`config.mk`:
```
export PLATFORM = sky130hd
export DESIGN_NAME = controlUnit
export DESIGN_NICKNAME = d
export VERILOG_FILES = /design/src/verilog/ctrl_pkg.sv /design/src/verilog/controlEncoder.sv /design/src/verilog/controlUnit.sv /design/src/verilog/instrDecoder.sv /design/src/verilog/phaseSequencer.sv
export VERILOG_INCLUDE_DIRS = /design/src /design/src/verilog
export SDC_FILE = /design/constraint.sdc
export NUM_CORES = 1
export LEC_CHECK = 0
export BUFFER_PORTS_ARGS = -buffer_cell sky130_fd_sc_hd__buf_2
export CORE_UTILIZATION = 30
export DETAILED_ROUTE_END_ITERATION = 16
export GPL_ROUTABILITY_DRIVEN = 1
export PLACE_DENSITY_LB_ADDON = 0.15
export SLEW_MARGIN = 40
export SYNTH_ARGS = -nofsm -noshare
export SYNTH_HDL_FRONTEND = slang
export SYNTH_SLANG_ARGS = --single-unit
```
`constraint.sdc`:
```
create_clock -name clock -period 4.66 [get_ports clock]
set_clock_uncertainty 0.1 [all_clocks]
set_input_delay 0.699 -clock clock [delete_from_list [all_inputs] [get_ports clock]]
set_output_delay 0.699 -clock clock [all_outputs]
set_load 0.02 [all_outputs]
```
`src/verilog/ctrl_consts.svh`:
```
`ifndef CTRL_CONSTS_SVH
`define CTRL_CONSTS_SVH

// Instruction field widths

// Primary opcode, bits 31..26 of the instruction
`define CTRL_OPCODE_W 6

// R-type function code, bits 5..0
`define CTRL_FUNCT_W 6

// Step counter

// Wide enough for the longest execute sequence (store, 6 cycles)
`define CTRL_STEP_W 3

// Phase lengths in clock cycles

// Memory read of the instruction takes the first two cycles,
// IR and PC are written in the third
`define CTRL_FETCH_STEPS 3

// Register operands are latched in the first decode cycle
`define CTRL_DECODE_STEPS 2

`endif

```
`src/verilog/ctrl_pkg.sv`:
```
`include "ctrl_consts.svh"

package ctrl_pkg;

    typedef enum logic [7:0] {
        opRType = 8'h00,
        opAddi  = 8'h08,
        opAddiu = 8'h09,
        opLui   = 8'h0F,
        opLb    = 8'h20,
        opLh    = 8'h21,
        opLw    = 8'h23,
        opSb    = 8'h28,
        opSh    = 8'h29,
        opSw    = 8'h2B
    } opcodeT;

    typedef enum logic [7:0] {
        fnBreak = 8'h0D,
        fnRte   = 8'h13,
        fnAdd   = 8'h20,
        fnSub   = 8'h22,
        fnAnd   = 8'h24
    } functT;

    // Decoded class, loads and stores carry their access size
    typedef enum logic [3:0] {
        clsAdd, clsSub, clsAnd,
        clsAddi, clsAddiu,
        clsLoadWord, clsLoadHalf, clsLoadByte,
        clsStoreWord, clsStoreHalf, clsStoreByte,
        clsLoadUpper, clsBreak, clsReturn,
        clsIllegal
    } instrClassT;

    typedef enum logic [2:0] {
        phReset, phFetch, phDecode, phExecute, phException
    } phaseT;

    typedef struct packed {
        logic [`CTRL_OPCODE_W-1:0] opcode;
        logic [`CTRL_FUNCT_W-1:0]  funct;
    } instrFieldsT;

    typedef enum logic [2:0] {
        aluAdd = 3'b001,
        aluSub = 3'b010,
        aluAnd = 3'b011
    } aluOpT;

    typedef enum logic [2:0] {
        dsShifter = 3'b011,
        dsAluOut  = 3'b110,
        dsMemData = 3'b111
    } dataSrcT;

    typedef enum logic [1:0] {dstRt = 2'b01, dstRd = 2'b11} regDstT;

    // pcException loads the handler address
    typedef enum logic [1:0] {
        pcAluResult = 2'b01, pcException = 2'b10, pcEpc = 2'b11
    } pcSourceT;

    typedef enum logic [1:0] {srcAPc = 2'b01, srcARegA = 2'b10} aluSrcAT;

    typedef enum logic [1:0] {
        srcBImm = 2'b00, srcBFour = 2'b01, srcBRegB = 2'b10
    } aluSrcBT;

    typedef enum logic [1:0] {
        memNone = 2'b00, memWord = 2'b01, memByte = 2'b10, memHalf = 2'b11
    } memSizeT;

    typedef struct packed {
        logic     memWrite;
        logic     irWrite;
        logic     regWrite;
        logic     pcWrite;
        logic     regALoad;
        logic     regBLoad;
        logic     aluOutLoad;
        logic     epcWrite;
        aluOpT    aluOp;
        aluSrcAT  aluSrcA;
        aluSrcBT  aluSrcB;
        pcSourceT pcSource;
        logic     iorD;      // 0 addresses memory with PC, 1 with ALUOut
        regDstT   regDst;
        dataSrcT  dataSrc;
        memSizeT  storeSize;
        memSizeT  loadSize;
        logic     shiftLoad;
    } datapathCtrlT;

    localparam datapathCtrlT ctrlIdle = datapathCtrlT'('0);

endpackage

```
`src/verilog/controlEncoder.sv`:
```
`timescale 1ns/10ps
`include "ctrl_consts.svh"

module controlEncoder (
    input  logic                    clock,
    input  logic                    reset,
    input  ctrl_pkg::phaseT         phase,
    input  logic [`CTRL_STEP_W-1:0] step,
    input  ctrl_pkg::instrClassT    instrClass,
    output ctrl_pkg::datapathCtrlT  ctrl
);
    import ctrl_pkg::*;

    datapathCtrlT word;
    aluOpT        regOp;
    memSizeT      accessSize;
    logic         regForm;

    always_comb begin
        case (instrClass)
            clsSub:  regOp = aluSub;
            clsAnd:  regOp = aluAnd;
            default: regOp = aluAdd;
        endcase
    end

    always_comb begin
        case (instrClass)
            clsLoadWord, clsStoreWord: accessSize = memWord;
            clsLoadHalf, clsStoreHalf: accessSize = memHalf;
            clsLoadByte, clsStoreByte: accessSize = memByte;
            default:                   accessSize = memNone;
        endcase
    end

    assign regForm = instrClass inside {clsAdd, clsSub, clsAnd};

    always_comb begin
        word = ctrlIdle;
        case (phase)
            phFetch: begin
                // PC + 4 computed while memory reads the instruction
                word.aluSrcA  = srcAPc;
                word.aluSrcB  = srcBFour;
                word.aluOp    = aluAdd;
                word.pcSource = pcAluResult;
                word.irWrite  = (step == `CTRL_FETCH_STEPS - 1);
                word.pcWrite  = (step == `CTRL_FETCH_STEPS - 1);
            end
            phDecode: begin
                word.regALoad = (step == 0);
                word.regBLoad = (step == 0);
            end
            phExecute: begin
                case (instrClass)
                    clsAdd, clsSub, clsAnd, clsAddi, clsAddiu: begin
                        word.aluSrcA    = srcARegA;
                        word.aluSrcB    = regForm ? srcBRegB : srcBImm;
                        word.aluOp      = regOp;
                        word.regDst     = regForm ? dstRd : dstRt;
                        word.dataSrc    = dsAluOut;
                        word.aluOutLoad = (step == 0);
                        word.regWrite   = (step == 1);
                    end
                    clsLoadWord, clsLoadHalf, clsLoadByte: begin
                        word.aluSrcA    = srcARegA;
                        word.aluSrcB    = srcBImm;
                        word.aluOp      = aluAdd;
                        word.aluOutLoad = (step == 0);
                        word.iorD       = (step != 0);
                        word.regDst     = dstRt;
                        word.dataSrc    = dsMemData;
                        word.regWrite   = (step == 4);
                        word.loadSize   = (step == 4) ? accessSize : memNone;
                    end
                    clsStoreWord, clsStoreHalf, clsStoreByte: begin
                        word.aluSrcA    = srcARegA;
                        word.aluSrcB    = srcBImm;
                        word.aluOp      = aluAdd;
                        word.aluOutLoad = (step == 0);
                        word.iorD       = (step >= 2);
                        word.memWrite   = (step == 5);
                        word.storeSize  = (step == 5) ? accessSize : memNone;
                    end
                    clsLoadUpper: begin
                        word.regDst    = dstRt;
                        word.dataSrc   = dsShifter;
                        word.regWrite  = (step == 1);
                        word.shiftLoad = (step == 1);
                    end
                    clsBreak: begin
                        // PC back to the break instruction
                        word.aluSrcA  = srcAPc;
                        word.aluSrcB  = srcBFour;
                        word.aluOp    = aluSub;
                        word.pcSource = pcAluResult;
                        word.pcWrite  = (step == 0);
                    end
                    clsReturn: begin
                        word.pcSource = pcEpc;
                        word.pcWrite  = (step == 0);
                    end
                    default: begin
                        word = ctrlIdle;
                    end
                endcase
            end
            phException: begin
                // EPC gets the address of the faulting instruction
                word.aluSrcA  = srcAPc;
                word.aluSrcB  = srcBFour;
                word.aluOp    = aluSub;
                word.epcWrite = 1'b1;
                word.pcSource = pcException;
                word.pcWrite  = 1'b1;
            end
            default: begin
                word = ctrlIdle;
            end
        endcase
    end

    always_ff @(posedge clock) begin
        if (reset) begin
            ctrl <= ctrlIdle;
        end else begin
            ctrl <= word;
        end
    end

endmodule

```
`src/verilog/controlUnit.sv`:
```
`timescale 1ns/10ps
`include "ctrl_consts.svh"

module controlUnit (
    input  logic                   clock,
    input  logic                   reset,
    input  ctrl_pkg::instrFieldsT  instr,
    input  logic                   overflow,
    output ctrl_pkg::datapathCtrlT ctrl
);
    import ctrl_pkg::*;

    instrClassT              instrClass;
    phaseT                   phase;
    logic [`CTRL_STEP_W-1:0] step;

    instrDecoder decoder0 (
        .instr      (instr),
        .instrClass (instrClass)
    );

    phaseSequencer sequencer0 (
        .clock      (clock),
        .reset      (reset),
        .instrClass (instrClass),
        .overflow   (overflow),
        .phase      (phase),
        .step       (step)
    );

    controlEncoder encoder0 (
        .clock      (clock),
        .reset      (reset),
        .phase      (phase),
        .step       (step),
        .instrClass (instrClass),
        .ctrl       (ctrl)
    );

endmodule

```
`src/verilog/instrDecoder.sv`:
```
`timescale 1ns/10ps
`include "ctrl_consts.svh"

module instrDecoder (
    input  ctrl_pkg::instrFieldsT instr,
    output ctrl_pkg::instrClassT  instrClass
);
    import ctrl_pkg::*;

    opcodeT opcode;
    functT  funct;

    // Fields widened to the byte-wide code enums
    assign opcode = opcodeT'({{($bits(opcodeT) - `CTRL_OPCODE_W){1'b0}}, instr.opcode});
    assign funct  = functT'({{($bits(functT) - `CTRL_FUNCT_W){1'b0}}, instr.funct});

    always_comb begin
        case (opcode)
            opRType: begin
                case (funct)
                    fnAdd:   instrClass = clsAdd;
                    fnSub:   instrClass = clsSub;
                    fnAnd:   instrClass = clsAnd;
                    fnBreak: instrClass = clsBreak;
                    fnRte:   instrClass = clsReturn;
                    default: instrClass = clsIllegal;
                endcase
            end
            opAddi: begin
                instrClass = clsAddi;
            end
            opAddiu: begin
                instrClass = clsAddiu;
            end
            opLw: begin
                instrClass = clsLoadWord;
            end
            opLh: begin
                instrClass = clsLoadHalf;
            end
            opLb: begin
                instrClass = clsLoadByte;
            end
            opSw: begin
                instrClass = clsStoreWord;
            end
            opSh: begin
                instrClass = clsStoreHalf;
            end
            opSb: begin
                instrClass = clsStoreByte;
            end
            opLui: begin
                instrClass = clsLoadUpper;
            end
            default: begin
                instrClass = clsIllegal;
            end
        endcase
    end

endmodule

```
`src/verilog/phaseSequencer.sv`:
```
`timescale 1ns/10ps
`include "ctrl_consts.svh"

module phaseSequencer (
    input  logic                    clock,
    input  logic                    reset,
    input  ctrl_pkg::instrClassT    instrClass,
    input  logic                    overflow,
    output ctrl_pkg::phaseT         phase,
    output logic [`CTRL_STEP_W-1:0] step
);
    import ctrl_pkg::*;

    phaseT                   phaseReg;
    phaseT                   phaseNext;
    logic [`CTRL_STEP_W-1:0] stepNext;
    logic [`CTRL_STEP_W-1:0] lastStep;
    logic                    overflowTrap;

    // Last step index of each execute sequence
    function automatic logic [`CTRL_STEP_W-1:0] executeLast(instrClassT cls);
        case (cls)
            clsAdd, clsSub, clsAnd, clsAddi, clsAddiu: begin
                return 2;
            end
            clsLoadWord, clsLoadHalf, clsLoadByte: begin
                return 4;
            end
            clsStoreWord, clsStoreHalf, clsStoreByte: begin
                return 5;
            end
            clsLoadUpper, clsBreak, clsReturn: begin
                return 1;
            end
            default: begin
                return 0;
            end
        endcase
    endfunction

    always_comb begin
        case (phaseReg)
            phFetch:   lastStep = `CTRL_FETCH_STEPS - 1;
            phDecode:  lastStep = `CTRL_DECODE_STEPS - 1;
            phExecute: lastStep = executeLast(instrClass);
            default:   lastStep = '0;
        endcase
    end

    // addiu and the logical op never trap
    assign overflowTrap = (phaseReg == phExecute) && (step == 1) && overflow
                          && (instrClass inside {clsAdd, clsSub, clsAddi});

    always_comb begin
        phaseNext = phaseReg;
        stepNext  = step + 1'b1;
        if (overflowTrap) begin
            // Exception cycle replaces step 1, fetch follows
            phaseNext = phFetch;
            stepNext  = '0;
        end else if (phaseReg == phReset || step == lastStep) begin
            stepNext = '0;
            case (phaseReg)
                phReset:   phaseNext = phFetch;
                phFetch:   phaseNext = phDecode;
                phDecode:  phaseNext = phExecute;
                phExecute: phaseNext = (instrClass == clsIllegal) ? phException : phFetch;
                default:   phaseNext = phFetch;
            endcase
        end
    end

    always_ff @(posedge clock) begin
        if (reset) begin
            phaseReg <= phReset;
            step     <= '0;
        end else begin
            phaseReg <= phaseNext;
            step     <= stepNext;
        end
    end

    // Encoder sees the trap in the same cycle it is detected
    assign phase = overflowTrap ? phException : phaseReg;

endmodule
```
## Yosys cells after proc, flatten, opt, wreduce, memory -nomap -nowiden

Memory sizes are Yosys's and may differ from the RTL's.
Index checks and enable logic that the tools add are counted.

- Register bits after elaboration: 33
- Memory bits (read-only): 48
- Input port bits: 15
- Output and inout port bits: 28
- Word-level logic and storage cells: 125
- Memories kept: 1

- $add $sub $neg: 1
- Order comparisons: 1
- Eq/ne operators: 40
- Muxes and demuxes: 21
- Bitwise logic cells: 9
- Reduce and logical (&&, ||, !) cells: 32

Memories:

| memory | depth | width | read ports | clocked after Yosys merged registers in | write ports | RTL line | RTL |
|---|---|---|---|---|---|---|---|
| (name not given) | 16 | 3 | 1 | 0 | 0 | phaseSequencer.sv:22 | `case (cls)` |

Operators with widths:

| cell | count |
|---|---|
| $eq 6x6->1 const B | 9 |
| $pmux 4 s10 | 1 |
| $eq 4x4->1 const B | 7 |
| $eq 6x4->1 const B | 4 |
| $pmux 8 s3 | 1 |
| $pmux 4 s5 | 1 |
| $pmux 3 s3 | 2 |
| $pmux 6 s3 | 1 |
| $reduce_or 3->1 | 6 |
| $eq 4x3->1 const B | 4 |
| $reduce_or 2->1 | 8 |
| $eq 3x2->1 const B | 5 |
| $pmux 5 s3 | 1 |
| $reduce_or 6->1 | 2 |
| $reduce_or 11->1 | 1 |
| $eq 3x1->1 const B | 3 |
| $eq 3x3->1 const B | 3 |
| $not 1->1 | 9 |
| $reduce_bool 3->1 | 3 |
| $eq 4x2->1 const B | 2 |
| $logic_not 8->1 | 1 |
| $pmux 2 s2 | 2 |
| $reduce_or 4->1 | 2 |
| $eq 6x5->1 const B | 1 |
| 16 further kinds | 25 |

## Depth between registers and ports, before layout

- Word-level depth: 10
- Depth in mapped cells: 10
- Depth with buffers taken out: 7

## Hierarchy

Synthesis repeated with hierarchy kept, for this count alone.

- Cells, all modules: 201
- Area, all modules: 1786.7 µm²

Modules (own cells, without submodules):

| module | times used | cells an instance | area an instance (µm²) | sequential area each (µm²) |
|---|---|---|---|---|
| controlEncoder | 1 | 101 | 1018.5 | 480.5 |
| phaseSequencer | 1 | 56 | 465.4 | 120.1 |
| instrDecoder | 1 | 44 | 302.8 | 0.0 |

## Least setup slack after synthesis

No wires, ideal clock.

- Path type: input port to flip-flop
- From: input instr[11] (netlist bit)
- To: register sequencer0.phaseReg[1]
- Library setup time: 0.115 ns
- Arrival: 2.818 ns
- Required time: 4.445 ns
- Path slack: 1.627 ns
- Stages: 8
- Path buffers: 1
- Cell sequence: buf_6 > or3_4 > a221oi_4 > o21ai_4 > a32o_1 > a2111o_1 > o41a_1 > o21a_1

- Word-level cells in the longest chain between the ends: 6
- Elaborated cells between the ends (all ways): 21
- Classes of those cells: eq/ne (12); mux (2); reduce/logical (6); memory (1)

RTL lines:

| item | RTL line | RTL |
|---|---|---|
| from (decl) | controlUnit.sv:7 | `input ctrl_pkg::instrFieldsT instr,` |
| $eq 6x4->1 (tied with other cells) | instrDecoder.sv:18 | `case (opcode)` |
| $pmux 4 s10 (*) | instrDecoder.sv:18 |  |
| $mem_v2 16x3 (tied with other cells) | n/a |  |
| $pmux 3 s3 / $reduce_bool 3->1 (equally long branches) | phaseSequencer.sv:42, phaseSequencer.sv:52 |  |
| $eq 3x3->1 / $logic_and 1x1->1 (equally long branches) | phaseSequencer.sv:61, phaseSequencer.sv:52 |  |
| $logic_or 1x1->1 / $reduce_or 2->1 (equally long branches) | n/a |  |
| to (signal assigned) | phaseSequencer.sv:75 | `phaseReg <= phReset;` |
| to (signal assigned) | phaseSequencer.sv:78 | `phaseReg <= phaseNext;` |
| to (decl) | phaseSequencer.sv:14 | `phaseT phaseReg;` |

Every way passes the cells marked *; elsewhere a longest branch is shown, timed or not.
A chain may end at the register's enable or synchronous reset.

## Worst setup path in the final report

- From: input instr[11] (netlist bit)
- To: register sequencer0.phaseReg[2]

The elaborated chain is that of the path after synthesis.

==> results by group <==
Run status
  • Status: complete, no violations

Clocking
  • TritonCTS clock tree: built
  • CTS clock-pin slew for the worst setup and hold paths: 70 ps
  • H-tree depth: 2
  • Post-CTS resize count: 0
  • Post-CTS Setup Bufs: 0
  • CTS Hold Buffers Added: 0
  • TritonCTS Buffers: 5
  • Clock root buffer master: clkbuf_8
  • Clock Latency Late Sink: between 200 and 300 ps
  • Max Root-Sink Buffers: 2
  • Total clock sinks: 30

Worst setup path
  • Critical path's slowest cell: a311o_1
  • Critical path, cell by cell: buf_2 > or3b_1 > a311oi_2 > a211oi_1 > a311o_1 > or4_1 > mux2i_1
  • Crit-path leading delay family: compound AO/OA/AOI/OAI gates
  • R2R Path End: sequencer0.phaseReg[0]
  • Reg2reg start: sequencer0.phaseReg[0]
  • Crit path DAT: 3270 ps
  • CP Launch Point: instr[11]
  • Crit path required time: roughly 4800 ps
  • Worst reg2reg path depth: 7
  • CP Class: primary input to flop
  • CP max FO: 19
  • R2R Setup Slk: about 2100 ps
  • Buffer and inverter count on the worst path: 1
  • Crit. End Element: flop
  • Max incr delay on CP: ~570 ps
  • CP Launch Type: primary input

Layout
  • Design area: between 0.002 and 0.0025 mm2
  • Layout fillers: 648
  • Layout cell share with drive strength beyond 1: 25.00%
  • Number of diodes: 0
  • Commonest non-fill, non-tap cell in the layout: buf_2
  • Final nets: between 200 and 300
  • Most frequent cells in the layout: buf_2 (41), dfxtp_1 (30), nor2_1 (21)
  • Core Util, Final: between 30% and 40%
  • Final Non-Filler Cells: ~340
  • Area Growth Syn to Fin: 15.77%

Route
  • DR vias: ~1900
  • Iter 0 DRT Violations: 136
  • DR pass1 iterations: 4
  • Drt via density: roughly 5.5
  • Drt drc: 0
  • Routed len/inst: 15.06 um
  • DRT antenna net count: 0
  • Final WL: about 5200 um

STA
  • Hold Fails Final Rpt: 0
  • Final Cycle Share: roughly two thirds
  • Count of final max-slew check failures: 0
  • Fin Hold WS: roughly 500 ps
  • RSZ-0062 raised after global routing: no
  • Worst setup slack after layout: 1502 ps
  • Slew of the pin with the lowest slew margin: approximately 900 ps
  • Max Clock Freq: ~0.32 GHz
  • Setup TNS: 0 ps
  • Setup violators final: 0
  • Relative slew margins: roughly two fifths
  • Fin crit period: between 3000 and 4000 ps

Logic synthesis
  • Gate Count Post-Synth: 236
  • EDFF count, synth: 0
  • Cell variety after synth: 71
  • Ys Warns: 0
  • Register area share after synthesis: a little under a third
  • Mean Syn Cell Area: just over 8 um2
  • Area of the mapped netlist: ~0.0019 mm2
  • Yosys reg bits: 30
  • Net Count, Synth: about 260
  • Post-synth top flop: dfxtp_1
  • Synth async-reset ratio: 0%

Placement
  • Port-buffer cells: 41
  • Inst Count DP: between 300 and 400
  • Post-DP HPWL: 3962 um
  • Dpl ws: between 1000 and 1500 ps
  • GPL Wtd Cong: 0.8532
  • Post-DP Area: 0.002142 mm2

Floorplan
  • DIE WIDTH: between 80 and 90 um
  • Initial Utilization: a little under a third
  • Total die area: 0.006807 mm2
  • Core area: between 0.006 and 0.007 mm2
  • Num ports: 43
  • FP Rows: 28
  • Die Y: slightly above 80 um

Pwr
  • VDD IR max: about 0.22 mV
  • Power density over the cells: between 300 and 400 mW/mm2
  • Total power: approximately 0.82 mW
  • Pleak: a little over 0.9 nW

Global route
  • Initial antenna violation count: 0
  • Vias in the first global route: roughly 1700
  • Gr ovfl total: 0
  • Global-route usage over all layers: between 10% and 20%
  • First-pass GRT wire length: just over 8000 um
  • Largest net degree at the start of global routing: 20

Min path
  • Hold crit path type: flop to flop
  • Hold Path Stages: 1
  • Hold Path Sink: sequencer0.step[0]
  • Hold Crit Start: sequencer0.step[0]

Flow run
  • Max-cap violations: 0
==> power breakdown <==
part,internal (mW),total (mW),leakage (nW),switching (mW)
Sequential,0.278,0.308,0.243,0.0302
Combinational,0.0979,0.259,0.621,0.162
Clock,0.157,0.254,0.0579,0.0969
Total,0.533,0.822,0.922,0.289
==> flip-flops by register name, indices dropped and copies added, names as in the netlist <==
register,cells
encoder0.ctrl,24
sequencer0.phaseReg,3
sequencer0.step,3
==> worst max path at each step <==
stage / cells after the start / to / slack, ps
2_1_floorplan: 8 / sequencer0.phaseReg[1] / 1630
3_3_place_gp: 7 / encoder0.ctrl[3] / 1300
3_5_place_dp: 7 / sequencer0.phaseReg[2] / 1230
4_1_cts: 7 / sequencer0.phaseReg[2] / 1530
5_1_grt: 7 / encoder0.ctrl[3] / 1320
6_report: 7 / sequencer0.phaseReg[2] / 1500
==> cell type report <==
cell class | instances | area [um2] | area share (%)
inverter | 8 | 30.03 | 1.334
tap | 75 | 93.84 | 4.169
multi-input combinational | 181 | 1212 | 53.86
clock buffer | 5 | 68.82 | 3.057
timing repair buffer | 41 | 205.2 | 9.116
sequential | 30 | 600.6 | 26.68
clock inverter | 3 | 40.04 | 1.779
==> cell usage after synthesis (4+ instances only) <==
master	n	area [um2]
a21o_1	5	37.54
nor3_1	10	50.05
ha_1	4	50.05
o21ai_0	7	35.03
dfxtp_1	30	600.6
inv_1	8	30.03
nand2b_1	4	25.02
nor2_1	21	78.83
nor3b_1	4	30.03
nand2_1	19	71.32
buf_4	5	37.54
clkbuf_1	7	26.28
or2_2	4	25.02
nand3_1	6	30.03
nor4_1	4	25.02
a21oi_1	17	85.08
==> cells by family after synthesis <==
group,count (synthesis),synth area share (%)
buf+inv,25,6.757
fa+ha+maj,5,3.089
mux,3,1.544
other cells,1,0.1929
xor+xnor,1,0.4505
flops,30,30.89
simple gates,101,29.41
compound gates,70,27.67
==> metal layers <==
metal  track usage (%)  part of all wire, %  up-vias
met5                 0                    0        -
met4             6.552                  2.3        0
met3             3.736                  7.4       12
met2             25.12                   43       73
met1             21.19                   47      866
li1                  -                    -      934
==> worst reg2reg max path, stage by stage (launching register included) <==
cell,delay (ps)
dfxtp_1,510
nor2b_1,430
and3_1,250
nand3_1,100
and4_2,230
a221oi_1,390
nor3_2,180
a311oi_1,270
(Power assumes the default switching activity.)
